`src/limb_pkg.sv`:
```
package limb_pkg;

    ////////////////////
    // data widths
    ////////////////////

    // one float-pattern sample or muscle length
    typedef logic [31:0] word_t;
    // one host wire or pipe half-word
    typedef logic [15:0] half_t;

    // tick half count, as loaded from the low wire
    localparam int HALF_CNT_W = 18;

    // waveform memory
    localparam int WAVE_DEPTH = 1024;
    localparam int WAVE_AW    = 10;

    // spike count per window
    localparam int COUNT_W = 16;

    ////////////////////
    // reset defaults
    ////////////////////

    // 10 cycles per tick
    localparam logic [HALF_CNT_W-1:0] DEF_HALF_CNT = 18'd4;
    // 0.9 as IEEE single
    localparam word_t DEF_LEN_PXI = 32'h3F66_6666;
    // fixed length selected out of reset
    localparam logic DEF_USE_PXI = 1'b1;

    ////////////////////
    // encodings
    ////////////////////

    // bit index within the trigger word, one slot per parameter
    typedef enum logic [3:0] {
        TRIG_HALF_CNT   = 4'd0,
        TRIG_LEN_SELECT = 4'd7,
        TRIG_LEN_PXI    = 4'd8
    } trig_slot_e;

    // which half of a sample the next pipe write carries
    typedef enum logic {
        HALF_LO,
        HALF_HI
    } half_sel_e;

endpackage
```
`src/param_bank.sv`:
```
module param_bank (
    input  logic                            i_clk,
    input  logic                            i_reset,
    input  logic [15:0]                     i_trig,
    input  limb_pkg::half_t                 i_wire_lo,
    input  limb_pkg::half_t                 i_wire_hi,
    output logic [limb_pkg::HALF_CNT_W-1:0] o_half_cnt,
    output logic                            o_use_pxi,
    output limb_pkg::word_t                 o_len_pxi
);
    import limb_pkg::*;

    // decoded trigger slots
    logic load_half_cnt;
    logic load_len_select;
    logic load_len_pxi;
    // host wires as one word
    word_t wire_word;

    // each slot is a one-cycle pulse from the host
    assign load_half_cnt   = i_trig[TRIG_HALF_CNT];
    assign load_len_select = i_trig[TRIG_LEN_SELECT];
    assign load_len_pxi    = i_trig[TRIG_LEN_PXI];

    // high wire on top, as the host sends it
    assign wire_word = {i_wire_hi, i_wire_lo};

    ////////////////////
    // tick divider
    ////////////////////

    // half period of the simulation tick, low wire only
    always_ff @(posedge i_clk)
    begin
        if (i_reset)
            o_half_cnt <= DEF_HALF_CNT;
        else if (load_half_cnt)
            o_half_cnt <= HALF_CNT_W'(i_wire_lo);
    end

    ////////////////////
    // length source
    ////////////////////

    // any nonzero wire selects the fixed length
    always_ff @(posedge i_clk)
    begin
        if (i_reset)
            o_use_pxi <= DEF_USE_PXI;
        else if (load_len_select)
            o_use_pxi <= |wire_word;
    end

    // fixed muscle length from the host
    always_ff @(posedge i_clk)
    begin
        if (i_reset)
            o_len_pxi <= DEF_LEN_PXI;
        else if (load_len_pxi)
            o_len_pxi <= wire_word;
    end

    // remaining trigger slots belong to dropped parameters
    // and are left undecoded

endmodule

```
`config.mk`:
```
export PLATFORM = sky130hd
export DESIGN_NAME = param_bank
export DESIGN_NICKNAME = d
export VERILOG_FILES = /design/src/limb_pkg.sv /design/src/param_bank.sv
export SDC_FILE = /design/constraint.sdc
export NUM_CORES = 1
export LEC_CHECK = 0
export BUFFER_PORTS_ARGS = -buffer_cell sky130_fd_sc_hd__buf_2
export CORE_ASPECT_RATIO = 2
export CORE_MARGIN = 5
export CORE_UTILIZATION = 47
export DETAILED_ROUTE_END_ITERATION = 10
export GPL_TIMING_DRIVEN = 1
export PLACE_DENSITY = 0.84
export REMOVE_ABC_BUFFERS = 1
export SYNTH_ARGS = -nofsm -noshare
export SYNTH_HDL_FRONTEND = slang
export SYNTH_SLANG_ARGS = --single-unit
```
`constraint.sdc`:
```
create_clock -name i_clk -period 2.38 [get_ports i_clk]
set_input_delay 0.595 -clock i_clk [delete_from_list [all_inputs] [get_ports i_clk]]
set_output_delay 0.595 -clock i_clk [all_outputs]
set_load 0.05 [all_outputs]
```
[Word-level counts from Yosys, hierarchy flattened]
Index checks and enable logic that the tools add are counted.
Word-level totals
  bits in registers: 49
  input port bits: 50
  output and inout port bits: 51
  word-level logic and storage cells: 4
Operators by class
  reductions and logical operators: 1
Operators by type and width (count)
  $reduce_or A32 Y1: 1

[Depth between registers and ports, before layout]
  depth after elaboration: 1
  gate-level depth with buffers: 5
  gate-level depth less buffers: 4

[Least setup slack after synthesis]
OpenSTA, ideal clock, no wires.
  path type: input port to flip-flop
  start point: input i_wire_lo[4]
  end point: register o_use_pxi
  library setup time: 0.124 ns
  arrival time: 1.398 ns
  data required time: 2.256 ns
  setup slack: 0.858 ns
  stages on the path: 3
  path buffers: 0
  cell sequence: or4_1 nor4_1 a21oi_1
Between the ends
  cells in the longest elaborated chain, start to end: 1
RTL lines
  start: declaration: line param_bank.sv:5  | input limb_pkg::half_t i_wire_lo,
  $reduce_or A32 Y1: line param_bank.sv:51  | o_use_pxi <= |wire_word;
  end signal: assignment: line param_bank.sv:51
  end: declaration: line param_bank.sv:8  | output logic o_use_pxi,
Every way passes these cells.
A chain may end at the register's enable or synchronous reset.

[Final worst setup path]
  start point: register o_half_cnt[5] (netlist bit)
  end point: output o_half_cnt[5] (netlist bit)
RTL lines
  start: declaration: line param_bank.sv:7  | output logic [limb_pkg::HALF_CNT_W-1:0] o_half_cnt,
  start signal: assignment: line param_bank.sv:38  | o_half_cnt <= HALF_CNT_W'(i_wire_lo);
No word-level cell between the ends.

==> impl_metrics.json <==
{
  "status": "completed",
  "hold_depth": 2,
  "cp-end-kind": "primary output",
  "worstPathCellList": "buf_2",
  "die_w_um": 54.13,
  "globalplace.congestion": 0.7455,
  "totalPowerFinal_w": 0.001745,
  "placement.io_buffers": 85,
  "finalInstanceArea_um2": 2352,
  "fin_skew_ns": 0,
  "switching_share_pct": 31.52,
  "yosys_warnings": 0,
  "grt_pass1_wl_mm": 6.755,
  "regToRegSetupSlack_ns": 1.60,
  "max_freq_ghz": 0.6694,
  "grt_pass1_vias": 1471,
  "clkSlewWorstSetupHoldPaths_ns": 0.08,
  "numPlacedInstances": 298,
  "synth.avg_cell_area_um2": 10.52,
  "synth_area_um2": 1831,
  "synth.largest_area_cell": "sky130_fd_sc_hd__dfxtp_1",
  "critical_path_buf_inv_count": 1,
  "synth_top_area_share_pct": 53.59,
  "critical_path_launch_point_type": "flop",
  "min_period_ns": 1.494,
  "critical_path_class": "flop to primary output",
  "routed-via-count": 1519,
  "grt_max_degree": 51,
  "yosys.cell_types.count": 16,
  "worst_slew_pin_slew_ns": 0.5195,
  "finalSetupViolCount": 0,
  "postRouteAntennaNets": 0,
  "fill_cell_count": 325,
  "grt_antenna_before_repair": 0,
  "internal_power_w": 0.001195,
  "clock_path_buffers": 2,
  "critical_path.reg2reg.startpoint": "o_len_pxi[29]",
  "cellLeakagePower_nw": 1.159,
  "post-cts-setup-buffer-count": 0,
  "grtUsageTotal_pct": 16.85,
  "drt_wl_total_mm": 4.360,
  "number_of_diodes": 0,
  "final_net_count": 304,
  "rsz0062_at_grt": "false",
  "grt_remaining_overflow": 0,
  "setup-tns-final_ns": 0,
  "timing.final.hold_violations": 0,
  "tritoncts": "done",
  "worst_ep_arrival_time_ns": 0.90,
  "layoutNonFillerInstCount": 306,
  "maxCapViolations": 0,
  "netlist_top_cells_area": "sky130_fd_sc_hd__dfxtp_1 (54%), sky130_fd_sc_hd__mux2i_1 (16%), sky130_fd_sc_hd__a211o_1 (9.1%)",
  "final.period_utilization_pct": 62.76,
  "floorplan.initialDensity_pct": 48.13,
  "drcViolationCount": 0,
  "top_level_ports": 101,
  "fp-row-count": 32,
  "switching_power_w": 0.0005501,
  "number_of_h_tree_levels": 2,
  "seq_area_frac_synth_pct": 53.59,
  "clk-insertion-delay-late_ns": 0.28,
  "post_drt_wl_per_cell_um": 14.25,
  "first_pass_iters": 4,
  "area.growth.synth_to_final_pct": 28.50,
  "power_per_cell_area_nw_per_um2": 742.0,
  "numClockSinks": 49,
  "cts-buffers-inserted": 5,
  "r2r.worst_path.cells": 2,
  "final_layout_size_suffix_gt1_share_pct": 36.08,
  "pwr-share-seq_pct": 51.1,
  "yosys_register_bits": 49,
  "p_clk_share_pct": 25.6,
  "placed_cell_area_um2": 2272,
  "power_frac_comb_pct": 23.2,
  "critical_path.slowest_cell": "sky130_fd_sc_hd__dfxtp_1",
  "cts_hold_buffers": 0,
  "drv_slew": 0,
  "post_cts_resize_count": 0,
  "route.detailed.vias_per_inst": 4.964,
  "die-area_um2": 5319,
  "slowest_delay_ns": 0.35,
  "ctsRootBufferMaster": "sky130_fd_sc_hd__clkbuf_8",
  "maxSlewHeadroom_pct": 65.37,
  "utilization_after_layout_pct": 61.84,
  "hold_path.startpoint": "o_len_pxi[7]",
  "rr_endpoint": "o_len_pxi[29]",
  "postSynthCellCount": 174,
  "cp.required_ns": 1.78,
  "drt_iter0_markers": 17,
  "crit_fanout": 2,
  "crit_path_max_delay_family": "flip-flops",
  "whs_endpoint": "o_len_pxi[7]",
  "holdCritPathClass": "flop to flop",
  "dieHeight_um": 98.26,
  "worst_ir_drop_vdd_mv": 0.5240,
  "fp.coreArea_um2": 3804,
  "dpl.hpwl_mm": 3.301
}
-- flip-flops by register name (all words and copies together), names as in the netlist --
signal / count
o_len_pxi: 32
o_use_pxi: 1
o_half_cnt: 16
-- cell usage after synthesis (all sizes together) --
library cell,instances
mux2i,29
nand4,1
and3,1
nor2,29
a21oi,1
buf,10
clkbuf,5
nor4,7
a211o,19
conb,1
or4,1
nor2b,19
nor4b,1
dfxtp,49
nor3,1
-- through the flow --
stage,hold WS [ns],setup slack [ns]
CTS,0.5005,0.8728
global route,0.5250,0.8181
floorplan,0.6674,0.8577
global placement,0.4681,0.6196
detailed placement,0.4798,0.6108
finish,0.4902,0.8862
-- cells in the final DEF (no fill, tap or decap), drive strengths merged --
cell type / n
buf: 87
nand4: 1
nor4: 7
nor2b: 19
nor2: 29
a211o: 19
nor3: 1
dfxtp: 49
or4: 1
clkbuf: 8
nor4b: 1
mux2i: 29
conb: 2
a21oi: 1
and3: 1
-- worst reg2reg max path, cell delays in order (launching register included) --
cell and delay, ns:
sky130_fd_sc_hd__dfxtp_1 0.31, sky130_fd_sc_hd__nor2b_1 0.13, sky130_fd_sc_hd__a211o_1 0.23
-- worst max path at each step --
stage,start,end,slack [ns],cells past startpoint
global placement,i_wire_lo[4],o_use_pxi,0.62,4
finish,o_half_cnt[5],o_half_cnt[5],0.89,1
detailed placement,i_wire_lo[4],o_use_pxi,0.61,4
floorplan,i_wire_lo[4],o_use_pxi,0.86,3
global route,i_wire_lo[15],o_use_pxi,0.82,5
CTS,o_half_cnt[10],o_half_cnt[10],0.87,1
-- power by group through the flow --
stage	combinational (W)	sequential [W]	clock, W
2_1_floorplan	0.0000835	0.00109	0
4_1_cts	0.000409	0.000893	0.000463
3_5_place_dp	0.000409	0.000912	0
3_3_place_gp	0.000403	0.000909	0
6_report	0.000406	0.000892	0.000447
5_1_grt	0.000428	0.000900	0.000502
-- cells by family (layout without fill, tap and decap cells) --
group / count (synthesis) / in the layout / synth area share, %
AND/OR/NAND/NOR: 60 / 60 / 16.68
flip-flops: 49 / 49 / 53.59
multiplexers: 29 / 29 / 15.86
AO/OA/AOI/OAI: 20 / 20 / 9.364
buffers and inverters: 15 / 95 / 4.306
other: 1 / 2 / 0.2049
-- area by class of cell --
type / instances / area [um2] / area share, %
Sequential cell: 49 / 980.9 / 41.70
Multi-Input combinational cell: 111 / 774.5 / 32.93
Timing Repair Buffer: 87 / 452.9 / 19.26
Clock buffer: 8 / 80.08 / 3.404
Tap cell: 51 / 63.81 / 2.713
-- routing by layer --
layer	vias up	GRT usage, %	share of wire (%)
li1	764	-	-
met1	708	17.31	36
met2	45	31.95	58
met3	2	2.748	5.3
met4	0	5.182	0.96
met5	-	0	0
Note: power is estimated with default switching activity, not from simulation.
