<file path="config.mk">
export PLATFORM = sky130hd
export DESIGN_NAME = spike_window_counter
export DESIGN_NICKNAME = d
export VERILOG_FILES = /design/src/limb_pkg.sv /design/src/spike_window_counter.sv
export SDC_FILE = /design/constraint.sdc
export NUM_CORES = 1
export LEC_CHECK = 0
export BUFFER_PORTS_ARGS = -buffer_cell sky130_fd_sc_hd__buf_4
export CORE_MARGIN = 2
export CORE_UTILIZATION = 40
export CTS_CLUSTER_SIZE = 12
export DETAILED_ROUTE_END_ITERATION = 12
export GPL_TIMING_DRIVEN = 0
export SLEW_MARGIN = 40
export SYNTH_ARGS = -nofsm -noshare
export SYNTH_HDL_FRONTEND = slang
export SYNTH_SLANG_ARGS = --single-unit
</file>
<file path="constraint.sdc">
create_clock -name i_clk -period 5 [get_ports i_clk]
set_clock_uncertainty 0.1 [all_clocks]
set_input_delay 0.5 -clock i_clk [delete_from_list [all_inputs] [get_ports i_clk]]
set_output_delay 0.5 -clock i_clk [all_outputs]
set_load 0.005 [all_outputs]
</file>
<file path="src/limb_pkg.sv">
package limb_pkg;

    ////////////////////
    // data widths
    ////////////////////

    // one float-pattern sample or muscle length
    typedef logic [31:0] word_t;
    // one host wire or pipe half-word
    typedef logic [15:0] half_t;

    // tick half count, as loaded from the low wire
    localparam int HALF_CNT_W = 18;

    // waveform memory
    localparam int WAVE_DEPTH = 1024;
    localparam int WAVE_AW    = 10;

    // spike count per window
    localparam int COUNT_W = 16;

    ////////////////////
    // reset defaults
    ////////////////////

    // 10 cycles per tick
    localparam logic [HALF_CNT_W-1:0] DEF_HALF_CNT = 18'd4;
    // 0.9 as IEEE single
    localparam word_t DEF_LEN_PXI = 32'h3F66_6666;
    // fixed length selected out of reset
    localparam logic DEF_USE_PXI = 1'b1;

    ////////////////////
    // encodings
    ////////////////////

    // bit index within the trigger word, one slot per parameter
    typedef enum logic [3:0] {
        TRIG_HALF_CNT   = 4'd0,
        TRIG_LEN_SELECT = 4'd7,
        TRIG_LEN_PXI    = 4'd8
    } trig_slot_e;

    // which half of a sample the next pipe write carries
    typedef enum logic {
        HALF_LO,
        HALF_HI
    } half_sel_e;

endpackage
</file>
<file path="src/spike_window_counter.sv">
module spike_window_counter (
    input  logic                         i_clk,
    input  logic                         i_reset,
    input  logic                         i_sim_reset,
    input  logic                         i_spike,
    input  logic                         i_tick,
    output logic [limb_pkg::COUNT_W-1:0] o_count,
    output logic                         o_count_valid
);
    import limb_pkg::*;

    // running count of the open window
    logic [COUNT_W-1:0] acc;
    // acc plus this cycle's spike, held at all ones
    logic [COUNT_W-1:0] acc_next;

    logic clear;

    assign clear = i_reset | i_sim_reset;

    // saturate rather than wrap
    assign acc_next = (i_spike && (acc != '1)) ? acc + 1'b1 : acc;

    ////////////////////
    // window close
    ////////////////////

    // tick cycle spike still belongs to the closing window
    always_ff @(posedge i_clk)
    begin
        if (clear)
        begin
            acc           <= '0;
            o_count       <= '0;
            o_count_valid <= 1'b0;
        end
        else if (i_tick)
        begin
            acc           <= '0;
            o_count       <= acc_next;
            o_count_valid <= 1'b1;
        end
        else
        begin
            acc           <= acc_next;
            o_count_valid <= 1'b0;
        end
    end

endmodule

</file>
# Word-level counts from Yosys, hierarchy flattened

Index checks and enable logic that the tools add are counted.

Logic and storage cells: 10
Register bits: 33
Input bits: 5
Output and inout port bits: 17

Bitwise operators: 1
Equal/unequal tests: 1
Mux-type cells: 2
Reductions and logical operators: 2
Add/subtract/negate cells: 1

Operator list:

| operator                                       | number |
|---|---|
| adder 16 x 1 -> 16 bit (second input constant) | 1 |
| 2-to-1 mux 16 bit                              | 1 |
| inequality test 16 bit (second input constant) | 1 |
| OR reduction 2 bit                             | 1 |
| logical AND 1 bit                              | 1 |
| 2-to-1 mux 1 bit                               | 1 |
| bitwise OR 1 bit                               | 1 |

# Logic depth before layout (Yosys ltp)

Word-level depth: 3
Gate-level depth with buffers: 6
Depth with buffers taken out: 5

# Worst setup path before layout

No wires, ideal clock.

Kind: input port to flip-flop
Start point: in i_spike
End point: reg o_count[8] (netlist bit)
Cell stages on the path: 6
Path buffers: 2
Path slack: 3.224 ns
Required time: 4.773 ns
Arrival: 1.549 ns
Library setup time: 0.127 ns
Cells stage by stage: buf_6 -> and4_1 -> buf_4 -> nand2_4 -> o211a_1 -> or3_1

Cells in the longest elaborated chain, start to end: 2

Ends and longest elaborated chain:

| item                 | RTL line                   | source |
|---|---|---|
| start, declared      | spike_window_counter.sv:5  | `input logic i_spike,` |
| logical AND 1 bit    | spike_window_counter.sv:22 | `assign acc_next = (i_spike && (acc != '1)) ? acc + 1'b1 : acc;` |
| 2-to-1 mux 16 bit    | spike_window_counter.sv:22 |  |
| end signal, assigned | spike_window_counter.sv:40 | `o_count <= acc_next;` |
| end, declared        | spike_window_counter.sv:7  | `output logic [limb_pkg::COUNT_W-1:0] o_count,` |

Every way passes these cells.
A chain may end at the register's enable or synchronous reset.

# Final worst setup path

Start point: reg acc[0]
End point: reg o_count[1] (netlist bit)

Cells in the longest elaborated chain, start to end: 3
Elaborated cells between the ends (all ways): 4
Classes of those cells: add/sub: 1; eq/ne: 1; mux: 1; reduce/logical: 1

Ends and longest elaborated chain:

| item                                                                           | RTL line                   | source |
|---|---|---|
| start, declared                                                                | spike_window_counter.sv:13 | `logic [COUNT_W-1:0] acc;` |
| start signal, assigned                                                         | spike_window_counter.sv:45 | `acc <= acc_next;` |
| parallel branches: the longest is 2 deep, another holds adder 16 x 1 -> 16 bit | --                         |  |
| 2-to-1 mux 16 bit (*)                                                          | spike_window_counter.sv:22 |  |

Mark *: on every way between the ends.

==> reports/summary.log <==
[outcome] run status complete, no violations
[critical_path] crit path launch type register
[drt] total DRC errors in the routed layout 0
[critical_path] critical path, cell by cell ha_1 > nand2_1 > or4_4 > o2111ai_2 > o211ai_2
[drt] Final ANT Viol Nets 0
[min_path] origin of the worst min-delay path o_count[12]
[power] highest ir drop seen on vdd 114 uV
[clocking] TritonCTS sink count 33
[synthesis] share of flip-flops with an asynchronous set or reset 0
[critical_path] required time of the critical path 5.07 ns
[cells_and_area] relative area change from synthesis to final layout 19.2%
[clocking] CTS H-tree lvls 2
[synthesis] number of synthesized flops with an enable pin 0
[floorplan] top-level port count 22
[timing] Setup-failing EPs final 0
[place] worst setup slack after placement 2.99 ns
[synthesis] per-instance average area after synthesis 8.80 um^2
[power] Total Power Consumption 506 uW
[synthesis] ranking of synthesized cells by instance count 33 x dfxtp_1, 24 x nand2_1, 13 x a21oi_1
[clocking] clock slew at the register clock pins of the worst setup and hold paths 0.07 ns
[global_route] GRT overflow 0
[critical_path] launching instance or port of the critical path acc[0]
[place] Post-DP Area 0.00185 mm^2
[power] power density over the cells 259 mW/mm^2
[global_route] wire length of the first global-routing pass 6620 um
[power] static leakage 0.742 nW
[synthesis] post-synthesis instance total 186
[cells_and_area] post-route standard cell area excluding fillers 0.00195 mm^2
[synthesis] synthesized-area fraction occupied by ao, oa, aoi and oai cells 0.221
[flow_run] Max-Cap Viols 0
[timing] RSZ-0062 raised after global routing false
[synthesis] number of different library cells in the post-synthesis netlist 45
[synthesis] cell with the most instances after synthesis dfxtp_1
[synthesis] area share of and/or/nand/nor cells after synthesis 0.297
[clocking] clock root cell clkbuf_8
[critical_path] Crit Reg-Reg Startpoint acc[0]
[floorplan] placeable core region 0.00397 mm^2
[floorplan] die area 0.00462 mm^2
[clocking] Post-CTS Repair Setup Buffers 0
[cells_and_area] net count of the finished layout 219
[clocking] hold buffer count at cts 0
[synthesis] area fraction of the dominant cell type after synthesis 0.404
[critical_path] cell with the biggest individual delay on the critical path or4_4
[synthesis] mux share of post-synthesis cell area 0.0122
[cells_and_area] core occupancy in the finished layout 0.491
[synthesis] XOR/XNOR share of the synthesized area 0
[cells_and_area] ratio of cells with drive above 1 in the final layout 0.234
[drt] starting DRC count in detailed routing 75
[critical_path] highest net fanout along the worst path 6
[timing] setup slack of the critical path after layout 3.09 ns
[critical_path] slack of the worst reg-to-reg path 3.09 ns
[clocking] clock latency reported for the late side of the worst-skew pair 0.29 ns
[timing] Peak Freq 524 MHz
[place] post-detail-place hpwl 2780 um
[timing] Final Hold Vio Count 0
[place] global placement routability congestion 0.859
[floorplan] die height 68.0 um
[global_route] number of antenna violations at the first check in global routing 0
[drt] Routed WL 4080 um
[clocking] Max Buffers Root-to-Sink 2
[synthesis] main combinational cell family by area after synthesis simple AND/OR/NAND/NOR gates
[synthesis] syn nets 192
[global_route] via count of the first global-routing pass 1446
[critical_path] largest stage delay on the critical path 0.57 ns
[drt] post-detailed-route via-to-cell ratio 5.85
[timing] post-route minimum period 1.91 ns
[clocking] clock tree from TritonCTS done
[global_route] largest net degree at the start of global routing 11
[drt] vias post-DR 1544
[timing] final worst path period share 0.382
[cells_and_area] Fill cells 379
[synthesis] cell type with the highest aggregate area in the netlist dfxtp_1
[timing] worst slew margin relative to its limit 0.613
[synthesis] top cells by area, synth dfxtp_1 40%, nand2_1 5.5%, a21oi_1 4.0%, o211ai_1 3.2%, or3_1 3.1%
[synthesis] Ys Warns 0
[clocking] number of clock buffers inserted by TritonCTS 5
[min_path] Hold Path Class register to register
[critical_path] category of the most critical setup path register to register
[timing] Worst-Margin Slew 0.580 ns
[floorplan] total number of placement rows 23
[synthesis] Top FF cell, synth dfxtp_1
[synthesis] portion of the post-synthesis area used by sequential elements 0.404
[synthesis] Yosys reg bits 33
[timing] max-slew violations 0
[place] port buffer count 20
[timing] Setup TNS 0 ns
[floorplan] starting utilization of the core area 0.412
[cells_and_area] # diodes 0
[drt] Wirelength per Cell 15.4 um
[floorplan] overall die width 68.0 um
[clocking] number of gates given a new drive strength after cts 0
[drt] count of TritonRoute iterations in the first routing pass 5
[synthesis] Synth Area in Adders 0.00765
[global_route] GRT Resource Usage Total 0.194
[critical_path] Worst EP arrival 1.98 ns
[critical_path] Worst Setup End Kind register
[synthesis] Syn Std Cell Area 0.00164 mm^2
## worst max-delay path, delay by kind of cell (launching register included)
family,cells,cell delay [ns]
DFF,1,0.42
and+or+nand+nor,2,0.72
AOI/OAI and AO/OA,2,0.32
adders and majority gates,1,0.22
## routing by layer
metal / wire [um] / GRT usage / vias to the layer above
met5: 0 / 0 / -
met4: 64 / 0.0775 / 0
met3: 189 / 0.0526 / 8
met2: 1880 / 0.323 / 37
met1: 1940 / 0.236 / 738
li1: - / - / 761
## cells by family after synthesis
| kind of cell | count (synthesis) |
|---|---|
| and+or+nand+nor | 82 |
| AOI/OAI and AO/OA | 53 |
| muxes | 2 |
| buffers and inverters | 15 |
| DFF | 33 |
| adders and majority gates | 1 |
## cell type report
type	count	area [um^2]	area share
Multi-Input combinational cell	138	880	0.451
Sequential cell	33	661	0.339
Timing Repair Buffer	20	150	0.0770
Clock buffer	7	96.3	0.0494
Buffer	12	85.1	0.0436
Tap cell	50	62.6	0.0321
Inverter	3	11.3	0.00577
Clock inverter	1	5.00	0.00257
## power by group
part / leakage [nW] / internal (mW) / switching (mW)
registers: 0.266 / 0.264 / 0.000638
logic: 0.422 / 0.00638 / 0.0115
clock network: 0.0542 / 0.124 / 0.0990
total: 0.742 / 0.394 / 0.111
## flip-flops by register name, summed over array words and instances (netlist names)
signal and count:
acc 16, o_count 16, o_count_valid 1
## through the flow
step	hold slack [ns]	std cells
6_report	0.348	264
5_1_grt	0.386	264
4_1_cts	0.353	264
3_5_place_dp	0.343	256
3_3_place_gp	0.341	256
2_1_floorplan	0.346	186
## final timing paths
check                     end  cells after the start
hold / removal    o_count[12]                      2
setup reg to reg   o_count[1]                      5
hold reg to reg   o_count[12]                      2
setup / recovery   o_count[1]                      5
## layout by cell type, fill, tap and decap left out, types with 2 or more instances in the layout
master / instances
and2_1: 2
clkbuf_1: 2
dfxtp_1: 33
and4_1: 2
o21ai_0: 9
nor2_1: 3
a32oi_1: 2
a31oi_1: 5
nand2_1: 24
nand3_1: 9
buf_2: 5
nand3_2: 3
buf_6: 4
o211ai_1: 7
a21oi_1: 13
inv_1: 3
o21ai_1: 2
o31ai_1: 5
nor3_1: 8
or3_1: 8
and3_1: 6
buf_4: 21
nand4_1: 3
mux2i_1: 2
or4_1: 5
clkbuf_8: 7
(Power assumes the default switching activity.)
