[src/limb_pkg.sv]
package limb_pkg;

    ////////////////////
    // data widths
    ////////////////////

    // one float-pattern sample or muscle length
    typedef logic [31:0] word_t;
    // one host wire or pipe half-word
    typedef logic [15:0] half_t;

    // tick half count, as loaded from the low wire
    localparam int HALF_CNT_W = 18;

    // waveform memory
    localparam int WAVE_DEPTH = 1024;
    localparam int WAVE_AW    = 10;

    // spike count per window
    localparam int COUNT_W = 16;

    ////////////////////
    // reset defaults
    ////////////////////

    // 10 cycles per tick
    localparam logic [HALF_CNT_W-1:0] DEF_HALF_CNT = 18'd4;
    // 0.9 as IEEE single
    localparam word_t DEF_LEN_PXI = 32'h3F66_6666;
    // fixed length selected out of reset
    localparam logic DEF_USE_PXI = 1'b1;

    ////////////////////
    // encodings
    ////////////////////

    // bit index within the trigger word, one slot per parameter
    typedef enum logic [3:0] {
        TRIG_HALF_CNT   = 4'd0,
        TRIG_LEN_SELECT = 4'd7,
        TRIG_LEN_PXI    = 4'd8
    } trig_slot_e;

    // which half of a sample the next pipe write carries
    typedef enum logic {
        HALF_LO,
        HALF_HI
    } half_sel_e;

endpackage
[src/sim_sequencer.sv]
module sim_sequencer (
    input  logic                            i_clk,
    input  logic                            i_reset,
    input  logic                            i_sim_reset,
    input  logic [limb_pkg::HALF_CNT_W-1:0] i_half_cnt,
    input  logic                            i_use_pxi,
    input  limb_pkg::word_t                 i_len_pxi,
    input  limb_pkg::word_t                 i_sample,
    input  logic                            i_sample_valid,
    output logic                            o_pop,
    output logic                            o_tick,
    output limb_pkg::word_t                 o_len,
    output logic                            o_len_valid
);
    import limb_pkg::*;

    // divider state
    logic [HALF_CNT_W-1:0] cur_half;
    logic [HALF_CNT_W:0]   div_cnt;
    logic [HALF_CNT_W:0]   div_last;
    logic                  tick_q;

    // selection captured on the tick
    logic  use_cap;
    word_t len_cap;

    logic clear;

    assign clear = i_reset | i_sim_reset;

    // full period is 2 * (half + 1), so last count is 2 * half + 1
    assign div_last = {cur_half, 1'b1};

    ////////////////////
    // tick divider
    ////////////////////

    // half count is taken only at a restart
    always_ff @(posedge i_clk)
    begin
        if (clear)
        begin
            div_cnt  <= '0;
            cur_half <= i_half_cnt;
            tick_q   <= 1'b0;
        end
        else if (div_cnt == div_last)
        begin
            div_cnt  <= '0;
            cur_half <= i_half_cnt;
            tick_q   <= 1'b1;
        end
        else
        begin
            div_cnt <= div_cnt + 1'b1;
            tick_q  <= 1'b0;
        end
    end

    // pop every tick so playback keeps moving under the fixed length
    assign o_tick = tick_q;
    assign o_pop  = tick_q;

    ////////////////////
    // length select
    ////////////////////

    always_ff @(posedge i_clk)
    begin
        if (clear)
            use_cap <= DEF_USE_PXI;
        else if (tick_q)
            use_cap <= i_use_pxi;
    end

    always_ff @(posedge i_clk)
    begin
        if (tick_q)
            len_cap <= i_len_pxi;
    end

    // sample returns one cycle after the pop, output one more later
    always_ff @(posedge i_clk)
    begin
        if (clear)
        begin
            o_len       <= '0;
            o_len_valid <= 1'b0;
        end
        else
        begin
            o_len_valid <= i_sample_valid;
            if (i_sample_valid)
                o_len <= use_cap ? len_cap : i_sample;
        end
    end

endmodule

[config.mk]
export PLATFORM = sky130hd
export DESIGN_NAME = sim_sequencer
export DESIGN_NICKNAME = d
export VERILOG_FILES = /design/src/limb_pkg.sv /design/src/sim_sequencer.sv
export SDC_FILE = /design/constraint.sdc
export NUM_CORES = 1
export LEC_CHECK = 0
export BUFFER_PORTS_ARGS = -buffer_cell sky130_fd_sc_hd__buf_4
export CAP_MARGIN = 25
export CORE_MARGIN = 4
export CORE_UTILIZATION = 36
export DETAILED_ROUTE_END_ITERATION = 16
export PLACE_DENSITY_LB_ADDON = 0.15
export REMOVE_ABC_BUFFERS = 1
export SETUP_SLACK_MARGIN = 0.3
export SYNTH_ARGS = -nofsm -noshare
export SYNTH_HDL_FRONTEND = slang
export SYNTH_SLANG_ARGS = --single-unit
[constraint.sdc]
create_clock -name i_clk -period 2.2 [get_ports i_clk]
set_clock_uncertainty 0.15 [all_clocks]
set_input_delay 0.33 -clock i_clk [delete_from_list [all_inputs] [get_ports i_clk]]
set_output_delay 0.33 -clock i_clk [all_outputs]
set_load 0.02 [all_outputs]
* Yosys cells after proc, flatten, opt, wreduce, memory -nomap -nowiden *
Index checks and enable logic that the tools add are counted.

word-level totals
  register bits after elaboration = 104
  bits of input ports = 87

cells by class
  add/sub/neg operators = 1
  eq/ne operators = 1
  multiplexer cells = 4
  bitwise gates (word level) = 1
  reduce and logical (&&, ||, !) cells = 2

operators with widths
  operator                                        count
  2-to-1 mux 18 bit                               2
  2-to-1 mux 32 bit                               1
  adder 19 x 1 -> 19 bit (second input constant)  1
  equality test 19 bit                            1
  nonzero test 2 bit                              1
  OR reduction 2 bit                              1
  2-to-1 mux 1 bit                                1
  OR 1 bit                                        1

* Logic depth before layout (Yosys ltp) *
  depth after elaboration = 3
  depth in mapped cells = 7

* Worst setup path before layout *
No wires, ideal clock.

  path kind = register -> register
  start = register div_cnt[2]
  end = register cur_half[0] (enable)
  setup time = 0.313 ns
  arrival time = 1.623 ns
  path slack = 0.114 ns
  cell stages (with the launch flop) = 6
  clock period less this slack = 2.086 ns
  path through = dfxtp_1 -> xnor2_1 -> nand4_1 -> or4_4 -> o21ai_4 -> buf_6

between the ends
  word-level cells in the longest chain between the ends = 2

ends and longest elaborated chain
  what                                 line                 text
  from (decl)                          sim_sequencer.sv:19  logic [HALF_CNT_W:0] div_cnt;
  from (signal assigned)               sim_sequencer.sv:55  div_cnt <= div_cnt + 1'b1;
  equality test 19 bit                 sim_sequencer.sv:47  else if (div_cnt == div_last)
  nonzero test 2 bit (no source line)  -
  to (signal assigned)                 sim_sequencer.sv:44  cur_half <= i_half_cnt;
  to (signal assigned)                 sim_sequencer.sv:50  cur_half <= i_half_cnt;
  to (decl)                            sim_sequencer.sv:18  logic [HALF_CNT_W-1:0] cur_half;

No other way between the ends.
A chain may end at the register's enable or synchronous reset.

* Final worst setup path *
  start = register cur_half[10]
  end = register cur_half[5] (enable)

between the ends
  word-level cells in the longest chain between the ends = 2

ends and longest elaborated chain
  what                                 line
  equality test 19 bit                 sim_sequencer.sv:47
  nonzero test 2 bit (no source line)  -

No other way between the ends.

==> results_tabular.tex <==
\begin{tabular}{lr}
\hline
Metric & Value \\
\hline
\multicolumn{2}{l}{\textbf{Global route}} \\
Maximum number of pins on one net before global-route repair & 66 \\
Number of antenna violations at the first check in global routing & 0 \\
GR Util All Layers & 14.6\% \\
First-pass GRT wire length & 14.7 mm \\
Number of global-route vias before repair & $\sim$3000 \\
Overflow after GRT & 0 \\
\multicolumn{2}{l}{\textbf{Synth}} \\
Most instantiated cells after synthesis & sky130\_fd\_sc\_hd\_\_nor2\_1, sky130\_fd\_sc\_hd\_\_dfxtp\_1, sky130\_fd\_sc\_hd\_\_edfxtp\_1, sky130\_fd\_sc\_hd\_\_mux2i\_1, sky130\_fd\_sc\_hd\_\_a211oi\_1 \\
Fraction of post-synthesis cell area in the top cell type by area & 37.7\% \\
Synth warn & 0 \\
Largest area contributor in the netlist & sky130\_fd\_sc\_hd\_\_edfxtp\_1 \\
Most common cell in the synthesized netlist & sky130\_fd\_sc\_hd\_\_nor2\_1 \\
Post-synthesis instance total & 315 \\
Syn Area/Cell & 12.6 sq um \\
FFs w/ async S/R, synth & 0\% \\
Post-synthesis sequential area ratio & around two thirds \\
Unique masters post-synth & 26 \\
Number of flops mapped to enable cells by yosys & 50 \\
Synth Cell Area & 3980 sq um \\
Post-synthesis sequential element count & 104 \\
Most used flip-flop cell after synthesis & sky130\_fd\_sc\_hd\_\_dfxtp\_1 \\
Main area contributors after synthesis & sky130\_fd\_sc\_hd\_\_edfxtp\_1, sky130\_fd\_sc\_hd\_\_dfxtp\_1, sky130\_fd\_sc\_hd\_\_mux2i\_1 \\
\multicolumn{2}{l}{\textbf{Worst setup path}} \\
R2R cell count & 5 \\
Critical R2R Launch & cur\_half[10]\$\_DFFE\_PP\_ \\
Largest fanout on the critical path & 18 \\
Class of the most critical setup path & reg -> reg \\
Data required time at the worst endpoint & 2.13 ns \\
Start point of the critical path & cur\_half[10]\$\_DFFE\_PP\_ \\
CP endpoint kind & flip-flop \\
Startpoint types & flip-flop \\
Arrival time at the worst endpoint & $\sim$2.0 ns \\
\multicolumn{2}{l}{\textbf{Power}} \\
Power Density & 624 nW/um\^{}2 \\
Leakage power figure & 2.45 nW \\
Max rail drop VDD & 0.542 mV \\
\multicolumn{2}{l}{\textbf{Layout}} \\
Area of all placed cells without fillers & 5810 sq um \\
Layout overhead on the synthesized area & 46.0\% \\
N\_diodes & 0 \\
Share of final-layout standard cells stronger than drive strength 1 & 31.2\% \\
Final-stage net count & 577 \\
\multicolumn{2}{l}{\textbf{Hold path}} \\
Startpoint of the worst hold path & i\_use\_pxi \\
Number of cells on the worst hold path & 3 \\
Hold/Removal Path Class & in -> reg \\
\multicolumn{2}{l}{\textbf{CTS}} \\
Total number of clock tree sinks & 104 \\
TritonCTS buffer count & 9 \\
TritonCTS clock tree & done \\
Depth of the CTS H-tree & 3 \\
Number of buffers between clock root and the deepest sink & 2 \\
Root buf cell & sky130\_fd\_sc\_hd\_\_clkbuf\_8 \\
Post-CTS clock slew at the launch and capture registers of the worst setup and hold paths & 0.09 ns \\
Worst-skew pair later-pin latency & 0.37 ns \\
\multicolumn{2}{l}{\textbf{Die}} \\
Core footprint & 10800 sq um \\
Num ports & 122 \\
Number of placement rows & 38 \\
Initial core utilization & 36.7\% \\
Die extent in y & around 110 microns \\
Die Footprint & 12800 sq um \\
Die Wd & 113 microns \\
\multicolumn{2}{l}{\textbf{STA}} \\
Worst-case headroom to the max-slew limit & 50.1\% \\
Worst slack on hold paths & about 0.030 ns \\
Min Clock Period, post-route & 2.06 ns \\
Slew Viols, Final & 0 \\
RSZ-0062 raised after global routing & true \\
Slew @ Worst Pin & between 0.7 and 0.8 ns \\
Setup violations, final & 0 \\
Final hold violation count & 0 \\
Crit share post-route & 93.7\% \\
Highest attainable clock frequency & 0.485 GHz \\
\multicolumn{2}{l}{\textbf{Routing}} \\
Initial drt markers & approximately 110 \\
Vias post-DR & 2947 \\
Antenna Nets Post-Route & 0 \\
Drt first pass iters & 4 \\
Detailed-route wire length & a little over 9 mm \\
Mean number of vias per cell & 4.65 \\
DRC & 0 \\
Post-detailed-route wirelength per cell & around 15 microns \\
\multicolumn{2}{l}{\textbf{Run status}} \\
Result of the run & complete, no violations \\
\multicolumn{2}{l}{\textbf{Place}} \\
Half-perimeter wire length after detailed placement & 6.03 mm \\
Routability congestion estimate from global placement & 0.767 \\
Placed cell areas & 5060 sq um \\
Buffers on Ports & between 100 and 150 \\
\multicolumn{2}{l}{\textbf{Run}} \\
Max-cap viol count & 0 \\
\hline
\end{tabular}
-- sequential cells by signal, indices dropped and copies added, names as in the netlist --
register     flops
o_len           32
o_len_valid      1
o_pop            1
len_cap         32
cur_half        18
use_cap          1
div_cnt         19
-- worst paths after layout --
check                            to  slack [ns]
max           cur_half[5]$_DFFE_PP_        0.14
min            use_cap$_SDFFE_PP1P_        0.03
max reg2reg   cur_half[5]$_DFFE_PP_        0.14
min reg2reg  o_len[21]$_SDFFE_PP0P_        0.34
-- cell type report --
class                      count  area [sq um]
clock inverter                 2          10.0
clock buffer                  14           184
inverter                       1          3.75
tap                          140           175
fill                         933          5030
multi-input combinational    192          1320
timing repair buffer         181          1530
sequential                   104          2590
-- per-layer routing --
metal  up-vias  GRT usage, %  part of all wire [%]
met5         -             0                     0
met4         0          5.37                   1.7
met3        15          4.06                   5.8
met2        88          24.6                    49
met1      1372          18.0                    44
li1       1472             -                     -
-- metrics by stage --
| stage | power [mW] | setup WS, ns | util (%) | cells | TNS, ns |
|---|---|---|---|---|---|
| floorplan | 2.24 | -0.0677 | - | 297 | -1.22 |
| global placement | 2.44 | 0.133 | 46.7 | 566 | 0 |
| detailed placement | 2.44 | 0.0826 | 46.7 | 566 | 0 |
| CTS | 3.69 | 0.139 | 53.5 | 634 | 0 |
| global route | 3.79 | 0.0679 | 53.6 | 634 | 0 |
| finish | 3.63 | 0.138 | 53.6 | 634 | 0 |
-- worst max-delay path, cell delays in order, from the launching register on --
cell                       delay, ns
sky130_fd_sc_hd__edfxtp_1       0.42
sky130_fd_sc_hd__xnor2_2        0.17
sky130_fd_sc_hd__nand4_1        0.11
sky130_fd_sc_hd__or4_4          0.55
sky130_fd_sc_hd__o21ai_4        0.18
sky130_fd_sc_hd__buf_12         0.18
-- layout by cell type, fill, tap and decap left out, types with 2 or more instances in the layout --
master	count
sky130_fd_sc_hd__buf_4	128
sky130_fd_sc_hd__nor2_1	57
sky130_fd_sc_hd__edfxtp_1	50
sky130_fd_sc_hd__dfxtp_1	50
sky130_fd_sc_hd__dlygate4sd3_1	50
sky130_fd_sc_hd__mux2i_1	33
sky130_fd_sc_hd__a211oi_1	32
sky130_fd_sc_hd__xnor2_1	23
sky130_fd_sc_hd__clkbuf_8	11
sky130_fd_sc_hd__xor2_1	10
sky130_fd_sc_hd__nand2_1	9
sky130_fd_sc_hd__nand4_1	7
sky130_fd_sc_hd__nand3_1	5
sky130_fd_sc_hd__nor4_1	3
sky130_fd_sc_hd__dfxtp_2	3
sky130_fd_sc_hd__xnor2_2	2
sky130_fd_sc_hd__and4_1	2
sky130_fd_sc_hd__nor3_1	2
sky130_fd_sc_hd__clkinv_2	2
sky130_fd_sc_hd__clkbuf_1	2
sky130_fd_sc_hd__buf_12	2
-- cell families (layout without fill, tap and decap cells) --
kind of cell | count (synthesis) | after routing | synth area share, %
compound gates | 33 | 33 | 6.44
xor+xnor | 35 | 35 | 7.70
fa+ha+maj | 1 | 1 | 0.314
buf+inv | 19 | 198 | 2.36
flops | 104 | 104 | 64.9
mux | 33 | 33 | 8.30
simple gates | 90 | 90 | 10.0
-- timing repair --
action	4_1_cts	5_1_grt
gates resized for setup	3	3
setup buffers	1	0
endpoints found under the hold margin	50	0
endpoints found under the setup margin	36	38
hold buffers	50	0
cloned	1	0
-- where the power goes --
group          total, mW  switching (mW)  internal, mW
clock network       1.16           0.616         0.540
registers           2.10          0.0248          2.07
logic              0.375           0.146         0.228
No activity file was read; power rests on OpenSTA's default activity.
